## src/rtl/logical_layer_config.svh

```systemverilog
`ifndef LOGICAL_LAYER_CONFIG_SVH
`define LOGICAL_LAYER_CONFIG_SVH

// length of the training burst in local_clk cycles
`define LL_TRAIN_CYCLES 16

// unscrambled training symbol sent on both lanes
`define LL_TS_SYMBOL 8'h4B

// lfsr seeds, one per lane
`define LL_SCR_SEED_L0 16'hFFFF
`define LL_SCR_SEED_L1 16'hACE1

// feedback taps for x^16 + x^5 + x^4 + x^3 + 1
// the x^16 term is the bit shifted out of bit 15
`define LL_SCR_POLY 16'h0039

`endif

```

## src/rtl/ll_pkg.sv

```systemverilog
`default_nettype none

package ll_pkg;

	// link bring-up states
	// encoding is visible in the status register bits 1:0
	typedef enum logic [1:0] {
		// held in reset or by a disable
		LINK_DISABLED     = 2'd0,
		// sbtx high, waiting on sbrx
		LINK_SB_HANDSHAKE = 2'd1,
		// fixed-length training burst on both lanes
		LINK_TRAIN        = 2'd2,
		// active state, transport data allowed
		LINK_CL0          = 2'd3
	} link_state_e;

	// configuration space word addresses
	typedef enum logic [7:0] {
		// bit 0 sw lane disable, bit 1 scrambling enable
		CFG_CONTROL  = 8'h00,
		// link state and sbrx level
		CFG_STATUS   = 8'h04,
		// words accepted on transmit in CL0
		CFG_TX_COUNT = 8'h08,
		// words delivered on receive in CL0
		CFG_RX_COUNT = 8'h0C
	} cfg_addr_e;

	// one symbol on one lane
	typedef logic [7:0] lane_byte_t;

endpackage

`default_nettype wire

```

## src/rtl/link_ctrl_if.sv

```systemverilog
`default_nettype none

interface link_ctrl_if;

	// lanes carry the training symbol
	logic training;
	// transport data allowed
	logic cl0;
	// scrambling active on both datapaths
	logic scr_enable;
	// one-cycle pulse on CL0 entry, reseeds every lfsr
	logic scr_reload;

	// driven by the bring-up FSM
	modport ctrl (output training, output cl0, output scr_enable, output scr_reload);

	// transmit datapath
	modport tx (input training, input cl0, input scr_enable, input scr_reload);

	// receive datapath, no training insertion here
	modport rx (input cl0, input scr_enable, input scr_reload);

endinterface

`default_nettype wire

```

## src/rtl/link_ctrl.sv

```systemverilog
`default_nettype none

`include "logical_layer_config.svh"

module link_ctrl (
	input  logic                local_clk,
	input  logic                arst_n,
	input  logic                lane_disable,
	input  logic                sw_lane_disable,
	input  logic                scr_allow,
	input  logic                sbrx,
	output logic                sbtx,
	output ll_pkg::link_state_e state,
	link_ctrl_if.ctrl           ctl
);

	// counter wide enough for the training length
	localparam int CNT_W = ($clog2(`LL_TRAIN_CYCLES) > 0) ? $clog2(`LL_TRAIN_CYCLES) : 1;

	ll_pkg::link_state_e state_d;
	logic [CNT_W-1:0]    train_cnt;
	logic                train_done;
	logic                disable_any;
	logic                cl0_q;

	// hardware pin or software bit
	assign disable_any = lane_disable | sw_lane_disable;

	// last cycle of the burst
	assign train_done = (train_cnt == CNT_W'(`LL_TRAIN_CYCLES - 1));

	always_comb begin
		state_d = state;
		case (state)
			ll_pkg::LINK_DISABLED: begin
				state_d = ll_pkg::LINK_SB_HANDSHAKE;
			end
			ll_pkg::LINK_SB_HANDSHAKE: begin
				// partner answered on the sideband
				if (sbrx) begin
					state_d = ll_pkg::LINK_TRAIN;
				end
			end
			ll_pkg::LINK_TRAIN: begin
				if (train_done) begin
					state_d = ll_pkg::LINK_CL0;
				end
			end
			default: begin
				// CL0 held until a disable
				state_d = ll_pkg::LINK_CL0;
			end
		endcase
		// disable wins from any state
		if (disable_any) begin
			state_d = ll_pkg::LINK_DISABLED;
		end
	end

	always_ff @(posedge local_clk or negedge arst_n) begin
		if (!arst_n) begin
			state     <= ll_pkg::LINK_DISABLED;
			train_cnt <= '0;
			cl0_q     <= 1'b0;
		end else begin
			state <= state_d;
			// counts only inside the burst, zero on entry
			if (state == ll_pkg::LINK_TRAIN) begin
				train_cnt <= train_cnt + 1'b1;
			end else begin
				train_cnt <= '0;
			end
			cl0_q <= ctl.cl0;
		end
	end

	// sideband request only during the handshake
	assign sbtx = (state == ll_pkg::LINK_SB_HANDSHAKE);

	assign ctl.training   = (state == ll_pkg::LINK_TRAIN);
	assign ctl.cl0        = (state == ll_pkg::LINK_CL0);
	assign ctl.scr_enable = ctl.cl0 & scr_allow;
	// first CL0 cycle
	assign ctl.scr_reload = ctl.cl0 & ~cl0_q;

endmodule

`default_nettype wire

```

## src/rtl/lane_scrambler.sv

```systemverilog
`default_nettype none

`include "logical_layer_config.svh"

module lane_scrambler #(
	parameter logic [15:0] SEED = `LL_SCR_SEED_L0
) (
	input  logic               local_clk,
	input  logic               arst_n,
	input  logic               reload,
	input  logic               advance,
	input  logic               bypass,
	input  ll_pkg::lane_byte_t data_in,
	output ll_pkg::lane_byte_t data_out
);

	logic [15:0] lfsr_q;

	// galois lfsr, eight shifts per lane byte
	function automatic logic [15:0] lfsr_next(input logic [15:0] cur);
		logic [15:0] v;
		v = cur;
		for (int i = 0; i < 8; i++) begin
			// bit leaving bit 15 feeds the taps
			v = {v[14:0], 1'b0} ^ (v[15] ? `LL_SCR_POLY : 16'h0000);
		end
		return v;
	endfunction

	always_ff @(posedge local_clk or negedge arst_n) begin
		if (!arst_n) begin
			lfsr_q <= SEED;
		end else if (reload) begin
			lfsr_q <= SEED;
		end else if (advance) begin
			lfsr_q <= lfsr_next(lfsr_q);
		end
	end

	// key is the upper byte before the advance
	assign data_out = bypass ? data_in : (data_in ^ lfsr_q[15:8]);

endmodule

`default_nettype wire

```

## src/rtl/tx_lane_striper.sv

```systemverilog
`default_nettype none

`include "logical_layer_config.svh"

module tx_lane_striper (
	input  logic               local_clk,
	input  logic               arst_n,
	link_ctrl_if.tx            ctl,
	input  logic [15:0]        transport_layer_data_in,
	input  logic               transport_valid,
	output ll_pkg::lane_byte_t lane_0_tx_o,
	output ll_pkg::lane_byte_t lane_1_tx_o,
	output logic               lane_tx_valid,
	output logic               tx_word
);

	logic [15:0]        word_q;
	logic               word_vld_q;
	ll_pkg::lane_byte_t scr_l0;
	ll_pkg::lane_byte_t scr_l1;

	// input stage, words outside CL0 are dropped here
	always_ff @(posedge local_clk or negedge arst_n) begin
		if (!arst_n) begin
			word_vld_q <= 1'b0;
		end else begin
			word_vld_q <= transport_valid & ctl.cl0;
		end
	end

	always_ff @(posedge local_clk) begin
		if (transport_valid) begin
			word_q <= transport_layer_data_in;
		end
	end

	// low byte on lane 0
	lane_scrambler #(
		.SEED(`LL_SCR_SEED_L0)
	) i_scr_l0 (
		.local_clk(local_clk),
		.arst_n   (arst_n),
		.reload   (ctl.scr_reload),
		.advance  (word_vld_q),
		.bypass   (~ctl.scr_enable),
		.data_in  (word_q[7:0]),
		.data_out (scr_l0)
	);

	// high byte on lane 1
	lane_scrambler #(
		.SEED(`LL_SCR_SEED_L1)
	) i_scr_l1 (
		.local_clk(local_clk),
		.arst_n   (arst_n),
		.reload   (ctl.scr_reload),
		.advance  (word_vld_q),
		.bypass   (~ctl.scr_enable),
		.data_in  (word_q[15:8]),
		.data_out (scr_l1)
	);

	// lane output stage
	always_ff @(posedge local_clk or negedge arst_n) begin
		if (!arst_n) begin
			lane_tx_valid <= 1'b0;
		end else begin
			lane_tx_valid <= word_vld_q | ctl.training;
		end
	end

	always_ff @(posedge local_clk) begin
		if (word_vld_q) begin
			lane_0_tx_o <= scr_l0;
			lane_1_tx_o <= scr_l1;
		end else if (ctl.training) begin
			// training symbol goes out unscrambled
			lane_0_tx_o <= `LL_TS_SYMBOL;
			lane_1_tx_o <= `LL_TS_SYMBOL;
		end
	end

	// one pulse per accepted word
	assign tx_word = word_vld_q;

endmodule

`default_nettype wire

```

## src/rtl/rx_lane_merger.sv

```systemverilog
`default_nettype none

`include "logical_layer_config.svh"

module rx_lane_merger (
	input  logic               local_clk,
	input  logic               arst_n,
	link_ctrl_if.rx            ctl,
	input  ll_pkg::lane_byte_t lane_0_rx_i,
	input  ll_pkg::lane_byte_t lane_1_rx_i,
	input  logic               enable_deser,
	output logic [15:0]        transport_layer_data_out,
	output logic               transport_data_flag,
	output logic               rx_word
);

	ll_pkg::lane_byte_t lane_0_q;
	ll_pkg::lane_byte_t lane_1_q;
	logic               lanes_vld_q;
	ll_pkg::lane_byte_t dscr_l0;
	ll_pkg::lane_byte_t dscr_l1;

	// input stage
	// first CL0 cycle still carries the trailing training symbol
	always_ff @(posedge local_clk or negedge arst_n) begin
		if (!arst_n) begin
			lanes_vld_q <= 1'b0;
		end else begin
			lanes_vld_q <= enable_deser & ctl.cl0 & ~ctl.scr_reload;
		end
	end

	always_ff @(posedge local_clk) begin
		if (enable_deser) begin
			lane_0_q <= lane_0_rx_i;
			lane_1_q <= lane_1_rx_i;
		end
	end

	// additive scrambling, same lfsr undoes it
	lane_scrambler #(
		.SEED(`LL_SCR_SEED_L0)
	) i_dscr_l0 (
		.local_clk(local_clk),
		.arst_n   (arst_n),
		.reload   (ctl.scr_reload),
		.advance  (lanes_vld_q),
		.bypass   (~ctl.scr_enable),
		.data_in  (lane_0_q),
		.data_out (dscr_l0)
	);

	lane_scrambler #(
		.SEED(`LL_SCR_SEED_L1)
	) i_dscr_l1 (
		.local_clk(local_clk),
		.arst_n   (arst_n),
		.reload   (ctl.scr_reload),
		.advance  (lanes_vld_q),
		.bypass   (~ctl.scr_enable),
		.data_in  (lane_1_q),
		.data_out (dscr_l1)
	);

	// word output stage
	always_ff @(posedge local_clk or negedge arst_n) begin
		if (!arst_n) begin
			transport_data_flag <= 1'b0;
		end else begin
			transport_data_flag <= lanes_vld_q;
		end
	end

	always_ff @(posedge local_clk) begin
		if (lanes_vld_q) begin
			// lane 1 carries the high byte
			transport_layer_data_out <= {dscr_l1, dscr_l0};
		end
	end

	// one pulse per delivered word
	assign rx_word = lanes_vld_q;

endmodule

`default_nettype wire

```

## src/rtl/config_space.sv

```systemverilog
`default_nettype none

module config_space (
	input  logic                local_clk,
	input  logic                arst_n,
	input  logic                c_read,
	input  logic                c_write,
	input  logic [7:0]          c_address,
	input  logic [31:0]         c_data_in,
	output logic [31:0]         c_data_out,
	input  ll_pkg::link_state_e state,
	input  logic                sbrx,
	input  logic                tx_word,
	input  logic                rx_word,
	output logic                sw_lane_disable,
	output logic                scr_allow
);

	logic [1:0]  ctrl_q;
	logic [31:0] tx_cnt;
	logic [31:0] rx_cnt;
	logic [31:0] rd_data;

	always_ff @(posedge local_clk or negedge arst_n) begin
		if (!arst_n) begin
			// scrambling on, lanes enabled
			ctrl_q <= 2'b10;
			tx_cnt <= '0;
			rx_cnt <= '0;
		end else begin
			if (c_write && (c_address == ll_pkg::CFG_CONTROL)) begin
				ctrl_q <= c_data_in[1:0];
			end
			// any write to a counter clears it
			if (c_write && (c_address == ll_pkg::CFG_TX_COUNT)) begin
				tx_cnt <= '0;
			end else if (tx_word) begin
				tx_cnt <= tx_cnt + 32'd1;
			end
			if (c_write && (c_address == ll_pkg::CFG_RX_COUNT)) begin
				rx_cnt <= '0;
			end else if (rx_word) begin
				rx_cnt <= rx_cnt + 32'd1;
			end
		end
	end

	// read mux, unknown addresses give zero
	always_comb begin
		case (c_address)
			ll_pkg::CFG_CONTROL:  rd_data = {30'd0, ctrl_q};
			ll_pkg::CFG_STATUS:   rd_data = {29'd0, sbrx, state};
			ll_pkg::CFG_TX_COUNT: rd_data = tx_cnt;
			ll_pkg::CFG_RX_COUNT: rd_data = rx_cnt;
			default:              rd_data = 32'd0;
		endcase
	end

	// read data one cycle after the strobe
	always_ff @(posedge local_clk or negedge arst_n) begin
		if (!arst_n) begin
			c_data_out <= '0;
		end else if (c_read) begin
			c_data_out <= rd_data;
		end
	end

	assign sw_lane_disable = ctrl_q[0];
	assign scr_allow       = ctrl_q[1];

endmodule

`default_nettype wire

```

## src/rtl/logical_layer.sv

```systemverilog
`default_nettype none

module logical_layer (
	input  logic               local_clk,
	input  logic               arst_n,
	input  logic               lane_disable,
	input  logic               c_read,
	input  logic               c_write,
	input  logic [7:0]         c_address,
	input  logic [31:0]        c_data_in,
	output logic [31:0]        c_data_out,
	input  logic [15:0]        transport_layer_data_in,
	input  logic               transport_valid,
	output logic [15:0]        transport_layer_data_out,
	output logic               transport_data_flag,
	input  ll_pkg::lane_byte_t lane_0_rx_i,
	input  ll_pkg::lane_byte_t lane_1_rx_i,
	input  logic               enable_deser,
	input  logic               sbrx,
	output logic               sbtx,
	output ll_pkg::lane_byte_t lane_0_tx_o,
	output ll_pkg::lane_byte_t lane_1_tx_o,
	output logic               lane_tx_valid,
	output logic               enable_scr,
	output logic               cl0_s
);

	ll_pkg::link_state_e state;
	logic                sw_lane_disable;
	logic                scr_allow;
	logic                tx_word;
	logic                rx_word;

	// control levels from the FSM to both lanes
	link_ctrl_if ctl_if ();

	link_ctrl i_link_ctrl (
		.local_clk      (local_clk),
		.arst_n         (arst_n),
		.lane_disable   (lane_disable),
		.sw_lane_disable(sw_lane_disable),
		.scr_allow      (scr_allow),
		.sbrx           (sbrx),
		.sbtx           (sbtx),
		.state          (state),
		.ctl            (ctl_if.ctrl)
	);

	tx_lane_striper i_tx_lane_striper (
		.local_clk              (local_clk),
		.arst_n                 (arst_n),
		.ctl                    (ctl_if.tx),
		.transport_layer_data_in(transport_layer_data_in),
		.transport_valid        (transport_valid),
		.lane_0_tx_o            (lane_0_tx_o),
		.lane_1_tx_o            (lane_1_tx_o),
		.lane_tx_valid          (lane_tx_valid),
		.tx_word                (tx_word)
	);

	rx_lane_merger i_rx_lane_merger (
		.local_clk               (local_clk),
		.arst_n                  (arst_n),
		.ctl                     (ctl_if.rx),
		.lane_0_rx_i             (lane_0_rx_i),
		.lane_1_rx_i             (lane_1_rx_i),
		.enable_deser            (enable_deser),
		.transport_layer_data_out(transport_layer_data_out),
		.transport_data_flag     (transport_data_flag),
		.rx_word                 (rx_word)
	);

	config_space i_config_space (
		.local_clk      (local_clk),
		.arst_n         (arst_n),
		.c_read         (c_read),
		.c_write        (c_write),
		.c_address      (c_address),
		.c_data_in      (c_data_in),
		.c_data_out     (c_data_out),
		.state          (state),
		.sbrx           (sbrx),
		.tx_word        (tx_word),
		.rx_word        (rx_word),
		.sw_lane_disable(sw_lane_disable),
		.scr_allow      (scr_allow)
	);

	// link status straight from the FSM levels
	assign cl0_s      = ctl_if.cl0;
	assign enable_scr = ctl_if.scr_enable;

endmodule

`default_nettype wire

```

## config.mk

```make
export PLATFORM = sky130hd
export DESIGN_NAME = logical_layer
export DESIGN_NICKNAME = d
export VERILOG_FILES = /design/src/rtl/ll_pkg.sv /design/src/rtl/link_ctrl_if.sv /design/src/rtl/link_ctrl.sv /design/src/rtl/lane_scrambler.sv /design/src/rtl/tx_lane_striper.sv /design/src/rtl/rx_lane_merger.sv /design/src/rtl/config_space.sv /design/src/rtl/logical_layer.sv
export VERILOG_INCLUDE_DIRS = /design/src /design/src/rtl
export SDC_FILE = /design/constraint.sdc
export NUM_CORES = 1
export LEC_CHECK = 0
export ABC_AREA = 1
export BUFFER_PORTS_ARGS = -buffer_cell sky130_fd_sc_hd__buf_2
export CORE_ASPECT_RATIO = 0.6
export CORE_MARGIN = 1.5
export CORE_UTILIZATION = 45
export DETAILED_ROUTE_END_ITERATION = 8
export PLACE_DENSITY = 0.72
export SYNTH_ARGS = -nofsm -noshare
export SYNTH_HDL_FRONTEND = slang
export SYNTH_SLANG_ARGS = --single-unit
```

## constraint.sdc

```tcl
create_clock -name local_clk -period 4.9 [get_ports local_clk]
set_input_delay 0.98 -clock local_clk [delete_from_list [all_inputs] [get_ports local_clk]]
set_output_delay 0.98 -clock local_clk [all_outputs]
set_load 0.01 [all_outputs]
```

Yosys cells after proc, flatten, opt, wreduce, memory -nomap -nowiden
Cells that the tools add are included.

word-level totals
  register bits = 237
  output and inout bits = 69

cells by class
  mux-type cells = 57
  reductions and logical operators = 11
  eq/ne operators = 9
  add/sub/neg operators = 3
  bitwise gates (word level) = 45

operator list
  cell                   count
  $xor 16x6->16          32
  $mux 6                 32
  $mux 16                8
  $mux 32                4
  $pmux 32 s4            1
  $add 32x1->32 const B  2
  $mux 8                 7
  $xor 8x8->8            4
  $eq 8x4->1 const B     2
  $reduce_bool 2->1      5
  $eq 8x3->1 const B     1
  $logic_not 8->1        1
  $mux 2                 3
  $pmux 2 s3             1
  $and 1x1->1            5
  $add 4x1->4 const B    1
  $eq 2x2->1 const B     2
  $eq 4x4->1 const B     1
  $mux 4                 1
  $logic_and 1x1->1      3
  $ne 3x2->1 const B     1
  $ne 3x3->1 const B     1
  $eq 2x1->1 const B     1
  $logic_not 2->1        1
  3 further kinds        5

Logic depth before layout (Yosys ltp)
  depth in word-level cells = 18
  gate-level depth with buffers = 10
  depth with buffers taken out = 10

By module
From an unflattened synthesis, not the netlist that was laid out.

unflattened totals
  cells, all modules = 1628
  area total of the unflattened synthesis = 12682.2 um^2

by module, submodules not included
  module                                            cells an instance  instances  sequential area each (um^2)  area each (um^2)
  config_space                                      813                1          2453.6                       5617.9
  lane_scrambler at i_rx_lane_merger.i_dscr_l1 ...  158                2          410.4                        1108.6
  tx_lane_striper                                   74                 1          1011.0                       1189.9
  lane_scrambler at i_tx_lane_striper.i_scr_l0      176                1          420.4                        1161.1
  lane_scrambler at i_rx_lane_merger.i_dscr_l0      171                1          420.4                        1143.6
  rx_lane_merger                                    37                 1          1011.0                       1024.7
  link_ctrl                                         41                 1          175.2                        327.8

Least setup slack after synthesis
Ideal clock, no wire load.

  path kind = input port to flip-flop
  from = in c_address[0]
  to = reg i_config_space.rx_cnt[19]
  slack = 2.975 ns
  arrival time = 1.806 ns
  required time = 4.781 ns
  stages = 8
  setup time = 0.119 ns
  cells stage by stage = inv_1 nand2_2 nor2_4 nand3_1 buf_2 buf_2 nand2_1 nor2_1

on the way
  longest elaborated chain between the ends = 3

RTL lines
  element                                       line                RTL
  from (decl)                                   logical_layer.sv:9  input logic [7:0] c_address,
  $eq 8x4->1 *                                  config_space.sv:40  if (c_write && (c_address == ll_pkg::CFG_RX_COUNT)) begin
  $logic_and 1x1->1 *                           config_space.sv:40
  $mux 32 or $reduce_bool 2->1 (tied branches)  -
  to (signal assigned)                          config_space.sv:43  rx_cnt <= rx_cnt + 32'd1;
  to (decl)                                     config_space.sv:21  logic [31:0] rx_cnt;

Every way passes the cells marked *; elsewhere a longest branch is shown, timed or not.
A chain may end at the register's enable or synchronous reset.

Final worst setup path
  from = reg i_config_space.ctrl_q[1]
  to = out enable_scr

on the way
  longest elaborated chain between the ends = 1

RTL lines
  element                 line                 RTL
  from (decl)             config_space.sv:19   logic [1:0] ctrl_q;
  from (signal assigned)  config_space.sv:32   ctrl_q <= c_data_in[1:0];
  $and 1x1->1             link_ctrl.sv:82      assign ctl.scr_enable = ctl.cl0 & scr_allow;
  to (decl)               logical_layer.sv:24  output logic enable_scr,

Every way passes these cells.

==> results.yml <==
grt:
  overflow: 0
  gr-usage-all-layers_pct: 21.80
  grt_max_degree: 88
  grt_pass1_vias: 8851
  grt_pass1_wl_um: 47070
  antenna_found_initial: 0
layout:
  final_core_util_pct: 52.44
  nets: 1511
  n_fill_cell: 2344
  fin_area_mm2: 0.01335
  diodes: 0
  layout-drive-gt1-share_pct: 17.30
  area_delta_synth_final_pct: 13.54
  layoutNonFillerInstCount: 1797
synth:
  mappedNetlistNets: 1416
  syn_inst: 1333
  yosysSeqAreaShare_pct: 53.70
  synthArstFlopShare_pct: 73.00
  ys.flop_type: "dfrtp_1"
  synthTopCellsByCount: "nand2_1 (286), nor2_1 (160), dfrtp_1 (124)"
  yosys_warnings: 0
  netlist_top_cells_area: "dfrtp_1 (26%), edfxtp_1 (16%), dfstp_2 (11%)"
  synth_top_area_share_pct: 26.40
  synth_area_per_cell_um2: 8.818
  yosysTopAreaCell: "dfrtp_1"
  synthDistinctLibCells: 43
  synth-edff-count: 64
  synth_seq_cells: 237
  yosysMostFrequentCell: "nand2_1"
  netlist_area_mm2: 0.01175
die:
  die_y_um: 128.2
  die_area_mm2: 0.02713
  die_w_um: 211.6
  coreArea_mm2: 0.02545
  rows: 45
  io_pins: 149
  start_util_pct: 46.18
timing:
  drv_slew: 0
  slew_headroom_pct: 42.10
  period_minus_slack_ns: 2.761
  tightest_slew_ns: 0.8685
  finalSetupViolCount: 0
  clock_skew_ns: 0.01676
  timing.final.crit_share_pct: 56.34
  max_freq_mhz: 362.2
  hold_viol: 0
  rsz0062_at_grt: "false"
  fin_tns_setup_ns: 0
detailed_routing:
  dr.pass1.iters: 5
  detail-route-antenna-nets: 0
  drtIter0Drc: 1063
  via_per_inst: 5.268
  wl_um: 29000
  vias: 9466
  drc: 0
  wl_per_cell_um: 16.14
setup_path:
  worstPathArrival_ns: 1.78
  path_max_fanout: 18
  r2r_start: "i_tx_lane_striper.tx_word$_DFF_PN0_"
  r2r_slack_ns: 2.56
  ff2ff_path_depth: 2
  path_class: "register to output port"
  r2r-end: "i_tx_lane_striper.lane_1_tx_o[0]$_SDFFCE_PN1P_"
  cp-end-kind: "output port"
  start_kind: "register"
  cp.required_ns: 3.92
placement:
  globalplace.congestion: 0.9174
  place_inst: 1755
  hpwlAfterDp_um: 20360
  dpl_cell_area_mm2: 0.01255
  io_buffers: 118
power_and_ir_drop:
  p_switching_mw: 1.441
  seqPwrFrac_pct: 48.8
  power.density_mw_per_mm2: 388.9
  intPower_mw: 3.749
  peakVddDrop_uv: 189.1
  comb_power_share_pct: 14.8
  p_clk_share_pct: 36.5
  leakage_nw: 6.003
  sw_frac_of_total_pct: 27.77
cts:
  cts_buffers: 23
  cts_sinks: 237
  cts_setup_buffers: 0
  cts_tree: "yes"
  postCtsHoldBufs: 0
  clk_pin_slew_ns: 0.07
  cts_resized: 0
  cts-root-buf: "clkbuf_16"
  worstSkewPairLatency_ns: 0.54
  cts_buffer_depth: 3
  h-tree-depth: 1
job:
  drv_cap: 0
outcome:
  status: "completed"
min_path:
  min_path_cells: 1
  hold_end: "i_link_ctrl.train_cnt[0]$_DFF_PN0_"
  min_from: "i_link_ctrl.train_cnt[0]$_DFF_PN0_"
  hp-class: "register to register"
==> worst max path at each step <==
stage / to / cells after the start / slack, ns / from
after floorplan: i_config_space.rx_cnt[19]$_DFFE_PN0P_ / 8 / 2.98 / c_address[0]
after global placement: i_config_space.c_data_out[10]$_DFFE_PN0P_ / 9 / 2.11 / c_address[6]
after detailed placement: i_config_space.c_data_out[19]$_DFFE_PN0P_ / 5 / 2.10 / c_read
after CTS: enable_scr / 3 / 2.11 / i_config_space.ctrl_q[1]$_DFFE_PN1P_
after global routing: enable_scr / 3 / 2.06 / i_config_space.ctrl_q[1]$_DFFE_PN1P_
final: enable_scr / 3 / 2.14 / i_config_space.ctrl_q[1]$_DFFE_PN1P_
==> critical path, cell delays in order, from the launching register on <==
cell and delay (ns):
dfstp_2 0.53, inv_1 0.08, nor2_4 0.41, buf_2 0.22
==> cell families (layout without fill, tap and decap cells) <==
logic type / after synthesis / in the layout / synth area share [%]
AO/OA/AOI/OAI: 211 / 211 / 10.04
XOR/XNOR: 91 / 91 / 6.781
adder cells (fa/ha/maj): 3 / 3 / 0.3194
buffers and inverters: 187 / 299 / 6.909
flip-flops: 237 / 237 / 53.70
AND/OR/NAND/NOR: 604 / 604 / 22.25
==> through the flow <==
stage          worst slack (ns)  power, mW  hold WS, ns
2_1_floorplan             2.975      3.122       0.4321
3_3_place_gp              2.113      3.282       0.4538
3_5_place_dp              2.103      3.322       0.4568
4_1_cts                   2.112      5.218       0.4800
5_1_grt                   2.064      5.417       0.5017
6_report                  2.139      5.190       0.4772
==> power by group through the flow <==
stage | combinational, mW | clock (mW) | sequential, mW
4_1_cts | 0.767 | 1.92 | 2.53
6_report | 0.766 | 1.89 | 2.53
3_3_place_gp | 0.730 | 0 | 2.55
2_1_floorplan | 0.670 | 0 | 2.45
3_5_place_dp | 0.758 | 0 | 2.56
5_1_grt | 0.862 | 2.00 | 2.56
==> placed cells by master, fill, tap and decap left out, drive strengths merged, types with 27 or more instances in the layout <==
master,netlist,routed
nand2,290,290
nor2,178,178
inv,129,131
buf,45,128
dfrtp,124,124
nand3,85,85
a21oi,82,82
o21ai,77,77
edfxtp,64,64
xnor2,63,63
dfstp,49,49
xor2,28,28
clkbuf,13,28
nor3,27,27
==> sequential cells by signal, summed over array words and instances (netlist names), 2 cells and up <==
name and count:
i_rx_lane_merger.lane_1_q 8, i_config_space.rx_cnt 32, i_tx_lane_striper.lane_1_tx_o 8, i_tx_lane_striper.word_q 16
i_link_ctrl.train_cnt 4, i_rx_lane_merger.i_dscr_l0.lfsr_q 16, i_tx_lane_striper.i_scr_l1.lfsr_q 16, i_tx_lane_striper.lane_0_tx_o 8
i_rx_lane_merger.transport_layer_data_out 16, i_rx_lane_merger.i_dscr_l1.lfsr_q 16, i_config_space.ctrl_q 2, i_config_space.c_data_out 32
i_link_ctrl.state 2, i_config_space.tx_cnt 32, i_rx_lane_merger.lane_0_q 8, i_tx_lane_striper.i_scr_l0.lfsr_q 16
==> routing by layer <==
metal	GRT usage, %	up-vias	share of wire [%]
met4	4.664	0	1.8
li1	-	4529	-
met1	35.19	4518	50
met2	30.13	369	39
met3	3.626	50	8.5
met5	0	-	0
==> layout make-up <==
class / count / area, µm² / share of cell area, %
clock buffers: 28 / 625.6 / 4.688
clock inverters: 14 / 173.9 / 1.303
inverters: 129 / 491.7 / 3.685
multi-input cells: 909 / 4629 / 34.69
flip-flops and latches: 237 / 6312 / 47.30
well taps: 352 / 440.4 / 3.300
repair buffers: 128 / 671.9 / 5.035
(Power assumes the default switching activity.)
